<file path="src/bus_pkg.sv">
// ~~~~~~~~~~~~~~~~~~~~~~~~~~~~~~~~~~~~~~~~~~~~~~~~~~~~~~~~~~~~~~~~~~~~~~~~~~~
// bus side definitions: wishbone classic bundles between core and
// serializer, and the byte phases of one external pin frame
// ~~~~~~~~~~~~~~~~~~~~~~~~~~~~~~~~~~~~~~~~~~~~~~~~~~~~~~~~~~~~~~~~~~~~~~~~~~~
`default_nettype none

package bus_pkg;

  localparam int wb_width = 32;  // every access is a full word

  // master to slave
  typedef struct packed {
    logic                cyc;
    logic                stb;
    logic                we;
    logic [wb_width-1:0] adr;
    logic [wb_width-1:0] dat;  // write data, ignored on reads
  } wb_req_t;

  // slave to master
  typedef struct packed {
    logic                ack;
    logic [wb_width-1:0] dat;  // read data, valid with ack
  } wb_rsp_t;

  // frame phase, 0 means no frame in flight
  typedef logic [3:0] phase_t;

  // frame layout
  //   1..4  address bytes, lsb first, write data on uio
  //   5     direction byte, bit 0 set on write
  //   6..9  read data bytes sampled from uio
  localparam phase_t ph_idle    = 4'd0;
  localparam phase_t ph_addr0   = 4'd1;
  localparam phase_t ph_addr3   = 4'd4;
  localparam phase_t ph_dir     = 4'd5;
  localparam phase_t ph_rd0     = 4'd6;
  localparam phase_t frame_last = 4'd9;  // also the ack phase

  localparam logic [7:0] oe_drive = 8'hff;  // uio driven by us
  localparam logic [7:0] oe_float = 8'h00;  // uio driven by memory

endpackage

`default_nettype wire

</file>
<file path="src/cpu_pkg.sv">
// ~~~~~~~~~~~~~~~~~~~~~~~~~~~~~~~~~~~~~~~~~~~~~~~~~~~~~~~~~~~~~~~~~~~~~~~~~~~
// cpu side definitions: opcodes and instruction word layout of the
// accumulator machine, plus its start address
// ~~~~~~~~~~~~~~~~~~~~~~~~~~~~~~~~~~~~~~~~~~~~~~~~~~~~~~~~~~~~~~~~~~~~~~~~~~~
`default_nettype none

package cpu_pkg;

  // opcode sits in bits 31:28 of the instruction
  typedef enum logic [3:0] {
    op_load  = 4'd0,  // acc <- mem
    op_store = 4'd1,  // mem <- acc
    op_add   = 4'd2,  // acc <- acc + mem
    op_sub   = 4'd3,  // acc <- acc - mem
    op_jump  = 4'd4,  // pc <- operand
    op_jz    = 4'd5,  // pc <- operand when acc is zero
    op_halt  = 4'd6
  } opcode_t;

  localparam int operand_width = 28;

  // operand is a word address, byte address is operand * 4
  typedef struct packed {
    opcode_t                  op;
    logic [operand_width-1:0] operand;
  } instr_t;

  // first fetch after reset
  localparam logic [31:0] reset_vector = 32'h0000_0000;

endpackage

`default_nettype wire

</file>
<file path="src/phase_counter.sv">
// ~~~~~~~~~~~~~~~~~~~~~~~~~~~~~~~~~~~~~~~~~~~~~~~~~~~~~~~~~~~~~~~~~~~~~~~~~~~
// frame phase sequencer, runs 1 to 9 once per start and then idles
// ~~~~~~~~~~~~~~~~~~~~~~~~~~~~~~~~~~~~~~~~~~~~~~~~~~~~~~~~~~~~~~~~~~~~~~~~~~~
`timescale 1ns/1ns
`default_nettype none

module phase_counter (
  input  logic            clk,
  input  logic            rst_n,
  input  logic            start,
  output bus_pkg::phase_t phase
);
  import bus_pkg::*;

  logic running;

  assign running = (phase != ph_idle);

  always_ff @(posedge clk or negedge rst_n) begin
    if (!rst_n) begin
      phase <= ph_idle;
    end else if (running) begin
      // start has no effect mid frame
      if (phase == frame_last) begin
        phase <= ph_idle;
      end else begin
        phase <= phase + 4'd1;
      end
    end else if (start) begin
      phase <= ph_addr0;
    end
  end

endmodule

`default_nettype wire

</file>
<file path="src/bus_serializer.sv">
// ~~~~~~~~~~~~~~~~~~~~~~~~~~~~~~~~~~~~~~~~~~~~~~~~~~~~~~~~~~~~~~~~~~~~~~~~~~~
// wishbone slave that turns each word access into a byte frame on the
// pins: address and write bytes out, direction byte, read bytes back in
// ~~~~~~~~~~~~~~~~~~~~~~~~~~~~~~~~~~~~~~~~~~~~~~~~~~~~~~~~~~~~~~~~~~~~~~~~~~~
`timescale 1ns/1ns
`default_nettype none

module bus_serializer (
  input  logic             clk,
  input  logic             rst_n,
  input  bus_pkg::wb_req_t wb_req,
  output bus_pkg::wb_rsp_t wb_rsp,
  output logic             start,
  input  bus_pkg::phase_t  phase,
  output logic [7:0]       uo_out,
  output logic [7:0]       uio_out,
  output logic [7:0]       uio_oe,
  input  logic [7:0]       uio_in
);
  import bus_pkg::*;

  phase_t          phase_nxt;     // value the counter takes at this edge
  logic [7:0]      uo_nxt;
  logic [7:0]      uio_nxt;
  logic            drive_nxt;
  logic [2:0][7:0] rd_bytes;      // read bytes 0..2, byte 3 comes live
  logic            req_live;

  assign req_live = wb_req.cyc & wb_req.stb;
  assign start    = req_live && (phase == ph_idle);

  // mirror of the counter step, so the pins line up with the phase
  always_comb begin
    if (start) begin
      phase_nxt = ph_addr0;
    end else if (phase == ph_idle || phase == frame_last) begin
      phase_nxt = ph_idle;
    end else begin
      phase_nxt = phase + 4'd1;
    end
  end

  // byte select for the next phase
  always_comb begin
    uo_nxt  = 8'h00;
    uio_nxt = 8'h00;
    case (phase_nxt)
      ph_addr0: begin
        uo_nxt  = wb_req.adr[7:0];
        uio_nxt = wb_req.we ? wb_req.dat[7:0] : 8'h00;
      end
      ph_addr0 + 4'd1: begin
        uo_nxt  = wb_req.adr[15:8];
        uio_nxt = wb_req.we ? wb_req.dat[15:8] : 8'h00;
      end
      ph_addr0 + 4'd2: begin
        uo_nxt  = wb_req.adr[23:16];
        uio_nxt = wb_req.we ? wb_req.dat[23:16] : 8'h00;
      end
      ph_addr3: begin
        uo_nxt  = wb_req.adr[31:24];
        uio_nxt = wb_req.we ? wb_req.dat[31:24] : 8'h00;
      end
      ph_dir: uo_nxt = {7'b000_0000, wb_req.we};  // bit 0 marks a write
      default: ;                                  // read phases and idle
    endcase
  end

  assign drive_nxt = (phase_nxt >= ph_addr0) && (phase_nxt <= ph_dir);

  always_ff @(posedge clk or negedge rst_n) begin
    if (!rst_n) begin
      uo_out  <= 8'h00;
      uio_out <= 8'h00;
      uio_oe  <= oe_float;
    end else begin
      uo_out  <= uo_nxt;
      uio_out <= uio_nxt;
      uio_oe  <= drive_nxt ? oe_drive : oe_float;
    end
  end

  // capture memory bytes at the end of phases 6..8
  always_ff @(posedge clk) begin
    case (phase)
      ph_rd0:         rd_bytes[0] <= uio_in;
      ph_rd0 + 4'd1:  rd_bytes[1] <= uio_in;
      ph_rd0 + 4'd2:  rd_bytes[2] <= uio_in;
      default: ;
    endcase
  end

  // ack in the last phase, top byte straight from the pins
  assign wb_rsp.ack = (phase == frame_last);
  assign wb_rsp.dat = {uio_in, rd_bytes[2], rd_bytes[1], rd_bytes[0]};

endmodule

`default_nettype wire

</file>
<file path="src/cpu_core.sv">
// ~~~~~~~~~~~~~~~~~~~~~~~~~~~~~~~~~~~~~~~~~~~~~~~~~~~~~~~~~~~~~~~~~~~~~~~~~~~
// 32-bit accumulator cpu, wishbone classic master, one access at a time
// ~~~~~~~~~~~~~~~~~~~~~~~~~~~~~~~~~~~~~~~~~~~~~~~~~~~~~~~~~~~~~~~~~~~~~~~~~~~
`timescale 1ns/1ns
`default_nettype none

module cpu_core (
  input  logic             clk,
  input  logic             rst_n,
  output bus_pkg::wb_req_t wb_req,
  input  bus_pkg::wb_rsp_t wb_rsp
);
  import bus_pkg::*;
  import cpu_pkg::*;

  typedef enum logic [1:0] {
    st_fetch,
    st_operand,
    st_execute,
    st_halted
  } state_t;

  state_t              state;
  logic [wb_width-1:0] pc;
  logic [wb_width-1:0] acc;
  instr_t              ir;
  logic [wb_width-1:0] operand_adr;  // byte address of the operand word
  logic [wb_width-1:0] jz_target;
  logic                acked;

  // idle-to-busy read request, used for every fetch
  function automatic wb_req_t bus_read(input logic [wb_width-1:0] adr);
    wb_req_t req;
    req     = '0;
    req.cyc = 1'b1;
    req.stb = 1'b1;
    req.adr = adr;
    return req;
  endfunction

  assign acked       = wb_req.cyc & wb_rsp.ack;
  assign operand_adr = {2'b00, ir.operand, 2'b00};
  assign jz_target   = (acc == '0) ? operand_adr : pc;  // pc already points past jz

  // instruction register loads on the fetch ack
  always_ff @(posedge clk) begin
    if (state == st_fetch && acked) begin
      ir <= instr_t'(wb_rsp.dat);
    end
  end

  always_ff @(posedge clk or negedge rst_n) begin
    if (!rst_n) begin
      state  <= st_fetch;
      pc     <= reset_vector;
      acc    <= '0;
      wb_req <= '0;
    end else begin
      case (state)
        st_fetch: begin
          if (!wb_req.cyc) begin
            wb_req <= bus_read(pc);  // bus was idle, start fetch
          end else if (acked) begin
            pc     <= pc + 32'd4;
            wb_req <= '0;
            state  <= st_execute;
          end
        end

        st_execute: begin
          case (ir.op)
            op_load, op_add, op_sub, op_store: begin
              wb_req.cyc <= 1'b1;
              wb_req.stb <= 1'b1;
              wb_req.we  <= (ir.op == op_store);
              wb_req.adr <= operand_adr;
              wb_req.dat <= acc;
              state      <= st_operand;
            end
            op_jump: begin
              pc     <= operand_adr;
              wb_req <= bus_read(operand_adr);
              state  <= st_fetch;
            end
            op_jz: begin
              pc     <= jz_target;
              wb_req <= bus_read(jz_target);
              state  <= st_fetch;
            end
            op_halt: state <= st_halted;
            default: begin
              // undefined opcode acts as a nop
              wb_req <= bus_read(pc);
              state  <= st_fetch;
            end
          endcase
        end

        st_operand: begin
          if (acked) begin
            case (ir.op)
              op_load: acc <= wb_rsp.dat;
              op_add:  acc <= acc + wb_rsp.dat;
              op_sub:  acc <= acc - wb_rsp.dat;
              default: ;  // store leaves acc alone
            endcase
            wb_req <= '0;
            state  <= st_fetch;  // fetch issued next cycle
          end
        end

        default: begin
          wb_req <= '0;  // halted for good
        end
      endcase
    end
  end

endmodule

`default_nettype wire

</file>
<file path="src/cpu_handler.sv">
// ~~~~~~~~~~~~~~~~~~~~~~~~~~~~~~~~~~~~~~~~~~~~~~~~~~~~~~~~~~~~~~~~~~~~~~~~~~~
// pin-limited cpu system top: core, bus serializer and frame counter
// ~~~~~~~~~~~~~~~~~~~~~~~~~~~~~~~~~~~~~~~~~~~~~~~~~~~~~~~~~~~~~~~~~~~~~~~~~~~
`timescale 1ns/1ns
`default_nettype none

module cpu_handler (
  input  logic       clk,
  input  logic       rst_n,
  input  logic       ena,      // always high when powered
  input  logic [7:0] ui_in,
  output logic [7:0] uo_out,
  input  logic [7:0] uio_in,
  output logic [7:0] uio_out,
  output logic [7:0] uio_oe
);
  import bus_pkg::*;

  wb_req_t wb_req;
  wb_rsp_t wb_rsp;
  phase_t  phase;
  logic    start;
  logic    unused_inputs;

  cpu_core u_core (
    .clk    (clk),
    .rst_n  (rst_n),
    .wb_req (wb_req),
    .wb_rsp (wb_rsp)
  );

  bus_serializer u_serializer (
    .clk     (clk),
    .rst_n   (rst_n),
    .wb_req  (wb_req),
    .wb_rsp  (wb_rsp),
    .start   (start),
    .phase   (phase),
    .uo_out  (uo_out),
    .uio_out (uio_out),
    .uio_oe  (uio_oe),
    .uio_in  (uio_in)
  );

  phase_counter u_phase (
    .clk   (clk),
    .rst_n (rst_n),
    .start (start),
    .phase (phase)
  );

  assign unused_inputs = ^{ena, ui_in};  // inputs with no function here

endmodule

`default_nettype wire

</file>
<file path="config.mk">
export PLATFORM = sky130hd
export DESIGN_NAME = cpu_handler
export DESIGN_NICKNAME = d
export VERILOG_FILES = /design/src/bus_pkg.sv /design/src/cpu_pkg.sv /design/src/phase_counter.sv /design/src/bus_serializer.sv /design/src/cpu_core.sv /design/src/cpu_handler.sv
export SDC_FILE = /design/constraint.sdc
export NUM_CORES = 1
export LEC_CHECK = 0
export CAP_MARGIN = 20
export CORE_ASPECT_RATIO = 1.1
export CORE_MARGIN = 4
export CORE_UTILIZATION = 66
export CTS_BUF_LIST = sky130_fd_sc_hd__clkbuf_8
export DETAILED_ROUTE_END_ITERATION = 8
export DONT_BUFFER_PORTS = 1
export PLACE_DENSITY = 0.83
export SETUP_SLACK_MARGIN = 0.15
export SLEW_MARGIN = 30
export SYNTH_ARGS = -nofsm -noshare
export SYNTH_HDL_FRONTEND = slang
export SYNTH_HIERARCHICAL = 1
export SYNTH_SLANG_ARGS = --single-unit
</file>
<file path="constraint.sdc">
create_clock -name clk -period 4.2 [get_ports clk]
set_input_delay 1.26 -clock clk [delete_from_list [all_inputs] [get_ports clk]]
set_output_delay 1.26 -clock clk [all_outputs]
set_load 0.05 [all_outputs]
</file>
Word-level counts from Yosys, hierarchy flattened --
Index checks and enable logic that the tools add are counted. W data, S select, Z words.
Word-level totals: bits in registers 217, input bits 19, output and inout port bits 24, word-level logic and storage cells 95
Operators by class: add/subtract/negate cells 4, magnitude comparators 2, equal/unequal tests 23, multiplexer cells 28, bitwise logic cells 2, reductions and logical operators 19
Operators with widths (number):
- $pmux W67 S4 | 1
- $mux W67 | 3
- $pmux W67 S3 | 1
- $pmux W32 S2 | 2
- $mux W32 | 3
- $pmux W32 S3 | 1
- $mux W8 | 5
- $pmux W8 S5 | 1
- $add A32 B3 Y32 const B | 1
- $add A32 B32 Y32 | 1
- $logic_not A32 Y1 | 1
- $pmux W8 S4 | 1
- $sub A32 B32 Y32 | 1
- $eq A4 B3 Y1 const B | 7
- $mux W4 | 5
- $eq A4 B2 Y1 const B | 4
- $eq A4 B1 Y1 const B | 2
- $eq A4 B4 Y1 const B | 2
- $logic_not A4 Y1 | 2
- $reduce_and A4 Y1 | 2
- $mux W2 | 3
- $ne A2 B1 Y1 const B | 3
- $ne A3 B3 Y1 const B | 2
- $pmux W2 S3 | 1
- other kinds (17) | 23

Depth between registers and ports, before layout --
depth after elaboration 7, mapped depth 20

By module --
Netlist, hierarchy kept.
Modules (own cells, without submodules):
- cpu_core | instances 1, cells an instance 1094, area each 9734.3 um^2, seq. area each 4289.1 um^2
- bus_serializer | instances 1, cells an instance 150, area each 2019.4 um^2, seq. area each 1146.1 um^2
- phase_counter | instances 1, cells an instance 25, area each 257.7 um^2, seq. area each 100.1 um^2

Least setup slack after synthesis --
No wires, ideal clock.
path type input port to flip-flop, from in uio_in[0], to reg u_core.acc[31], setup time 133 ps, arrival time 3811 ps, data required time 4067 ps, slack 257 ps, cell stages on the path 14, buffers on the path 1, path through buf_4 -> or3_4 -> or3_4 -> o21ai_0 -> xor2_1 -> ha_1 -> a21oi_1 -> o21bai_1 -> a21oi_1 -> and3_1 -> a311oi_1 -> o311ai_1 -> nand3_1 -> nand4b_1
Between the ends: longest elaborated chain between the ends 2, elaborated cells on any way between the ends 3, classes of those cells 2 x add/sub; 1 x mux
RTL lines:
- from (decl) | line cpu_handler.sv:13 | input logic [7:0] uio_in,
- $sub A32 B32 Y32 / $add A32 B32 Y32 (equally long branches) | line cpu_core.sv:104, cpu_core.sv:103
- $pmux W32 S3 (*) | line cpu_core.sv:101 | case (ir.op)
- to (signal assigned) | line cpu_core.sv:102 | op_load: acc <= wb_rsp.dat;
- to (signal assigned) | line cpu_core.sv:103 | op_add: acc <= acc + wb_rsp.dat;
- to (signal assigned) | line cpu_core.sv:104 | op_sub: acc <= acc - wb_rsp.dat;
- to (decl) | line cpu_core.sv:25 | logic [wb_width-1:0] acc;
Every way passes the cells marked *; elsewhere a longest branch is shown, timed or not. A chain may end at the register's enable or synchronous reset.

Final worst setup path --
from reg u_core/ir[31] (netlist name), to reg u_core.acc[28]
Between the ends: longest elaborated chain between the ends 3, elaborated cells on any way between the ends 6, classes of those cells 2 x eq/ne; 1 x mux; 3 x reduce/logical
RTL lines:
- from (decl) | line cpu_core.sv:26 | instr_t ir;
- from (signal assigned) | line cpu_core.sv:48 | ir <= instr_t'(wb_rsp.dat);
- $eq A4 B2 Y1 / $logic_not A4 Y1 (equally long branches) | line cpu_core.sv:101
- $reduce_bool A3 Y1 (no line)
- $reduce_and A3 Y1 (no line)
Parallel ways exist; a longest one is shown, timed or not.

==> results.yml <==
critical_path:
  required_ns: 4.59
  worst-setup-path-type: "register to register"
  worst_setup_path_start_kind: "register"
  path_cells: "nor2_2, and2_0, nand2_2, o21ai_0, xor2_1, ha_1, a21o_1, and2_1, a211oi_1, a21oi_1, o211ai_1, a31oi_2, a221oi_2, or4_1, nand3_1"
  worst_ep_arrival_time_ns: 4.30
  slowest_delay_ns: 0.48
  crit_fanout: 5
  crit_path_top_delay_cell: "edfxtp_1"
  worstSetupEndpointType: "register"
routing:
  drt_iter0_markers: 1347
  finalWirelength_mm: 33.6
  drtAntennaViolNets: 0
  wl_per_cell_microns: 21.8
  drc: 0
  vias_per_cell: 6.82
  num_vias: 10500
  drt-pass1-iter-count: 5
global_routing:
  grt_pass1_wl_mm: 53.3
  met3_usage_pct: 7.94
  grt_usage_pct: 33.4
  grt_pass1_vias: 10200
  antenna_found_initial: 0
  gr-max-usage-layer: "met2"
  met2_usage_pct: 51.5
  use_met1_pct: 45.3
  grt_max_degree: 155
  grt-ovfl-total: 0
logic_synthesis:
  netlist_area_sq_mm: 0.0120
  yosysWarnings: 6
  yosys.cell_types.count: 84
  async_flop_share_pct: 73.3
  synthTopCellsByArea: "dfrtp_1, edfxtp_1, nand2_1, o21ai_0, a21oi_1"
  synth_seq_cells: 210
  yosys-top-cells-count: "dfrtp_1, nand2_1, o21ai_0"
  syn_nets: 1329
  synthCells: 1269
  syn_avg_cell_area_sq_um: 9.47
  synth-main-ff-cell: "dfrtp_1"
  ys_seq_area_share_pct: 46.1
  yosys.area.top_type: "dfrtp_1"
  synth-edff-count: 56
  yosys.area.top_type_share_pct: 32.1
power_and_ir_drop:
  vdd_drop_max_mv: 0.561
  power_density_mw_per_mm2: 654
  p_comb_share_pct: 41.5
  power.leakage_nw: 5.81
  seq_power_share_pct: 38.2
  p_total_mw: 8.68
  clkPwrFrac_pct: 20.3
  swShare_pct: 43.1
  p_sw_mw: 3.74
  intPower_mw: 4.94
timing:
  max_freq_mhz: 255
  finalCritPeriodShare_pct: 93.2
  grt_setup_unrepaired: "true"
  post-route-min-period_ns: 3.91
  finalHoldViolCount: 0
  setup_tns_ns: 0
  maxSlewViolCount: 0
  worst_clock_skew_ns: 0.0245
  setup_viol: 0
  worst_pin_slew_ns: 1.05
  slew_headroom_pct: 29.2
cts:
  cts-root-buf: "clkbuf_8"
  cts_buffers: 35
  path_clk_slew_ns: 0.06
  cts_sinks: 210
  htree_levels: 2
  clk_path_buf_depth: 3
  cts_tree: "built"
  clk_latency_ns: 0.53
die:
  rows: 51
  design.die.area_sq_mm: 0.0204
  die_w_microns: 137
  start_util_pct: 67.5
  pin_count: 43
  die_h_microns: 149
  fp.coreArea_sq_mm: 0.0178
run:
  cap_violations: 0
cells_and_area:
  drive_gt1_share_pct: 13.6
  diodes: 0
  num-fill-cells: 1227
  multi_input_area_sq_mm: 0.00617
  area_growth_pct: 10.5
  seq_area_sq_mm: 0.00554
  num-nets-final: 1342
placed_design:
  place_hpwl_mm: 23.1
  portBuffers: 0
  gp_congestion: 1.01
min_path:
  worstHoldPathType: "input port to asynchronous set/reset pin"
status:
  status: "finished clean"
[layout make-up]
class	count	area share, %
Inverter	23	0.651
Clock inverter	23	0.981
Multi-Input combinational cell	952	46.5
Sequential cell	210	41.7
Tap cell	238	2.24
Timing Repair Buffer	60	3.72
Clock buffer	40	4.15
[cells in the final DEF, fill, tap and decap left out, types with 8 or more instances in the layout]
cell / n
a222oi_1: 8
ha_1: 38
a31oi_1: 15
and3_1: 28
o22ai_1: 10
nand2b_1: 14
buf_4: 56
a21o_1: 25
mux2_2: 10
dfrtp_1: 153
clkbuf_8: 40
nand2_1: 153
xnor2_1: 27
mux2i_1: 16
a22o_1: 36
edfxtp_1: 56
o21ai_0: 106
or3_1: 17
nor3_1: 14
nand3_1: 31
a21oi_1: 101
nor4_1: 8
a22oi_1: 38
inv_1: 33
nand4_1: 9
nor2_1: 89
xor2_1: 26
[power by group through the flow]
stage,clock network (mW),logic (mW),registers (mW)
floorplan,0,2.63,3.06
global placement,0,3.17,3.37
detailed placement,0,3.41,3.31
CTS,1.79,3.44,3.28
global route,1.89,3.93,3.37
finish,1.76,3.61,3.31
[worst paths after layout]
check | startpoint | endpoint | slack [ns] | depth (start not counted)
max in group asynchronous | rst_n | u_core/pc[20] | 3.57 | 0
min reg2reg | u_core/wb_req[60] | u_core/wb_req[60] | 0.48 | 2
max | u_core/ir[31] | u_core/acc[28] | 0.29 | 15
min | rst_n | u_core/state[0] | 0.44 | 0
min in group clk | u_core/wb_req[60] | u_core/wb_req[60] | 0.48 | 2
max reg2reg | u_core/ir[31] | u_core/acc[28] | 0.29 | 15
[worst max-delay path: cells and delay by family (launching register included)]
kind                       cells  cell delay [ns]
AOI/OAI and AO/OA              7             1.84
and+or+nand+nor                6             1.00
DFF                            1             0.48
adders and majority gates      1             0.29
xor gates and xnor gates       1             0.18
[flip-flops by register name, summed over array words and instances, names as in the netlist]
name                  count
u_core/wb_req            67
u_core/acc               32
u_core/ir                32
u_core/pc                32
u_serializer/wb_rsp      24
u_serializer/uio_out      8
u_serializer/uo_out       8
u_phase/phase             4
u_core/state              2
u_serializer/uio_oe       1
[metrics by stage]
stage	area (sq um)	std cells	utilization (%)	hold WS [ns]	setup slack, ns
after floorplan	12000	1269	-	0.444	0.257
after global placement	12400	1479	69.4	0.457	0.196
after detailed placement	12400	1480	69.6	0.470	0.0650
after CTS	13100	1543	73.5	0.410	0.185
after global routing	13300	1546	74.5	0.398	0.0773
final	13300	1546	74.5	0.444	0.286
[logic make-up (layout without fill, tap and decap cells)]
group / after synthesis / count (layout) / share of synthesized area (%)
AO/OA/AOI/OAI: 412 / 412 / 22.4
flip-flops: 210 / 210 / 46.1
XOR/XNOR: 53 / 53 / 3.86
adder cells (fa/ha/maj): 41 / 41 / 4.33
AND/OR/NAND/NOR: 419 / 419 / 16.7
multiplexers: 27 / 27 / 2.40
buffers and inverters: 107 / 146 / 4.21
[metal layers]
metal / part of all wire, % / routed length (microns)
met5: 0 / 0
met4: 4.1 / 1370
met3: 10 / 3410
met2: 46 / 15600
met1: 39 / 13300
[repair_timing]
action | in CTS | in global routing
buffers inserted | 0 | 1
resized for setup | 2 | 32
endpoints found under the setup margin | 2 | 11
pin swaps | 0 | 3
hold buffers | 0 | 0
Power figures use the tool's default switching activity.
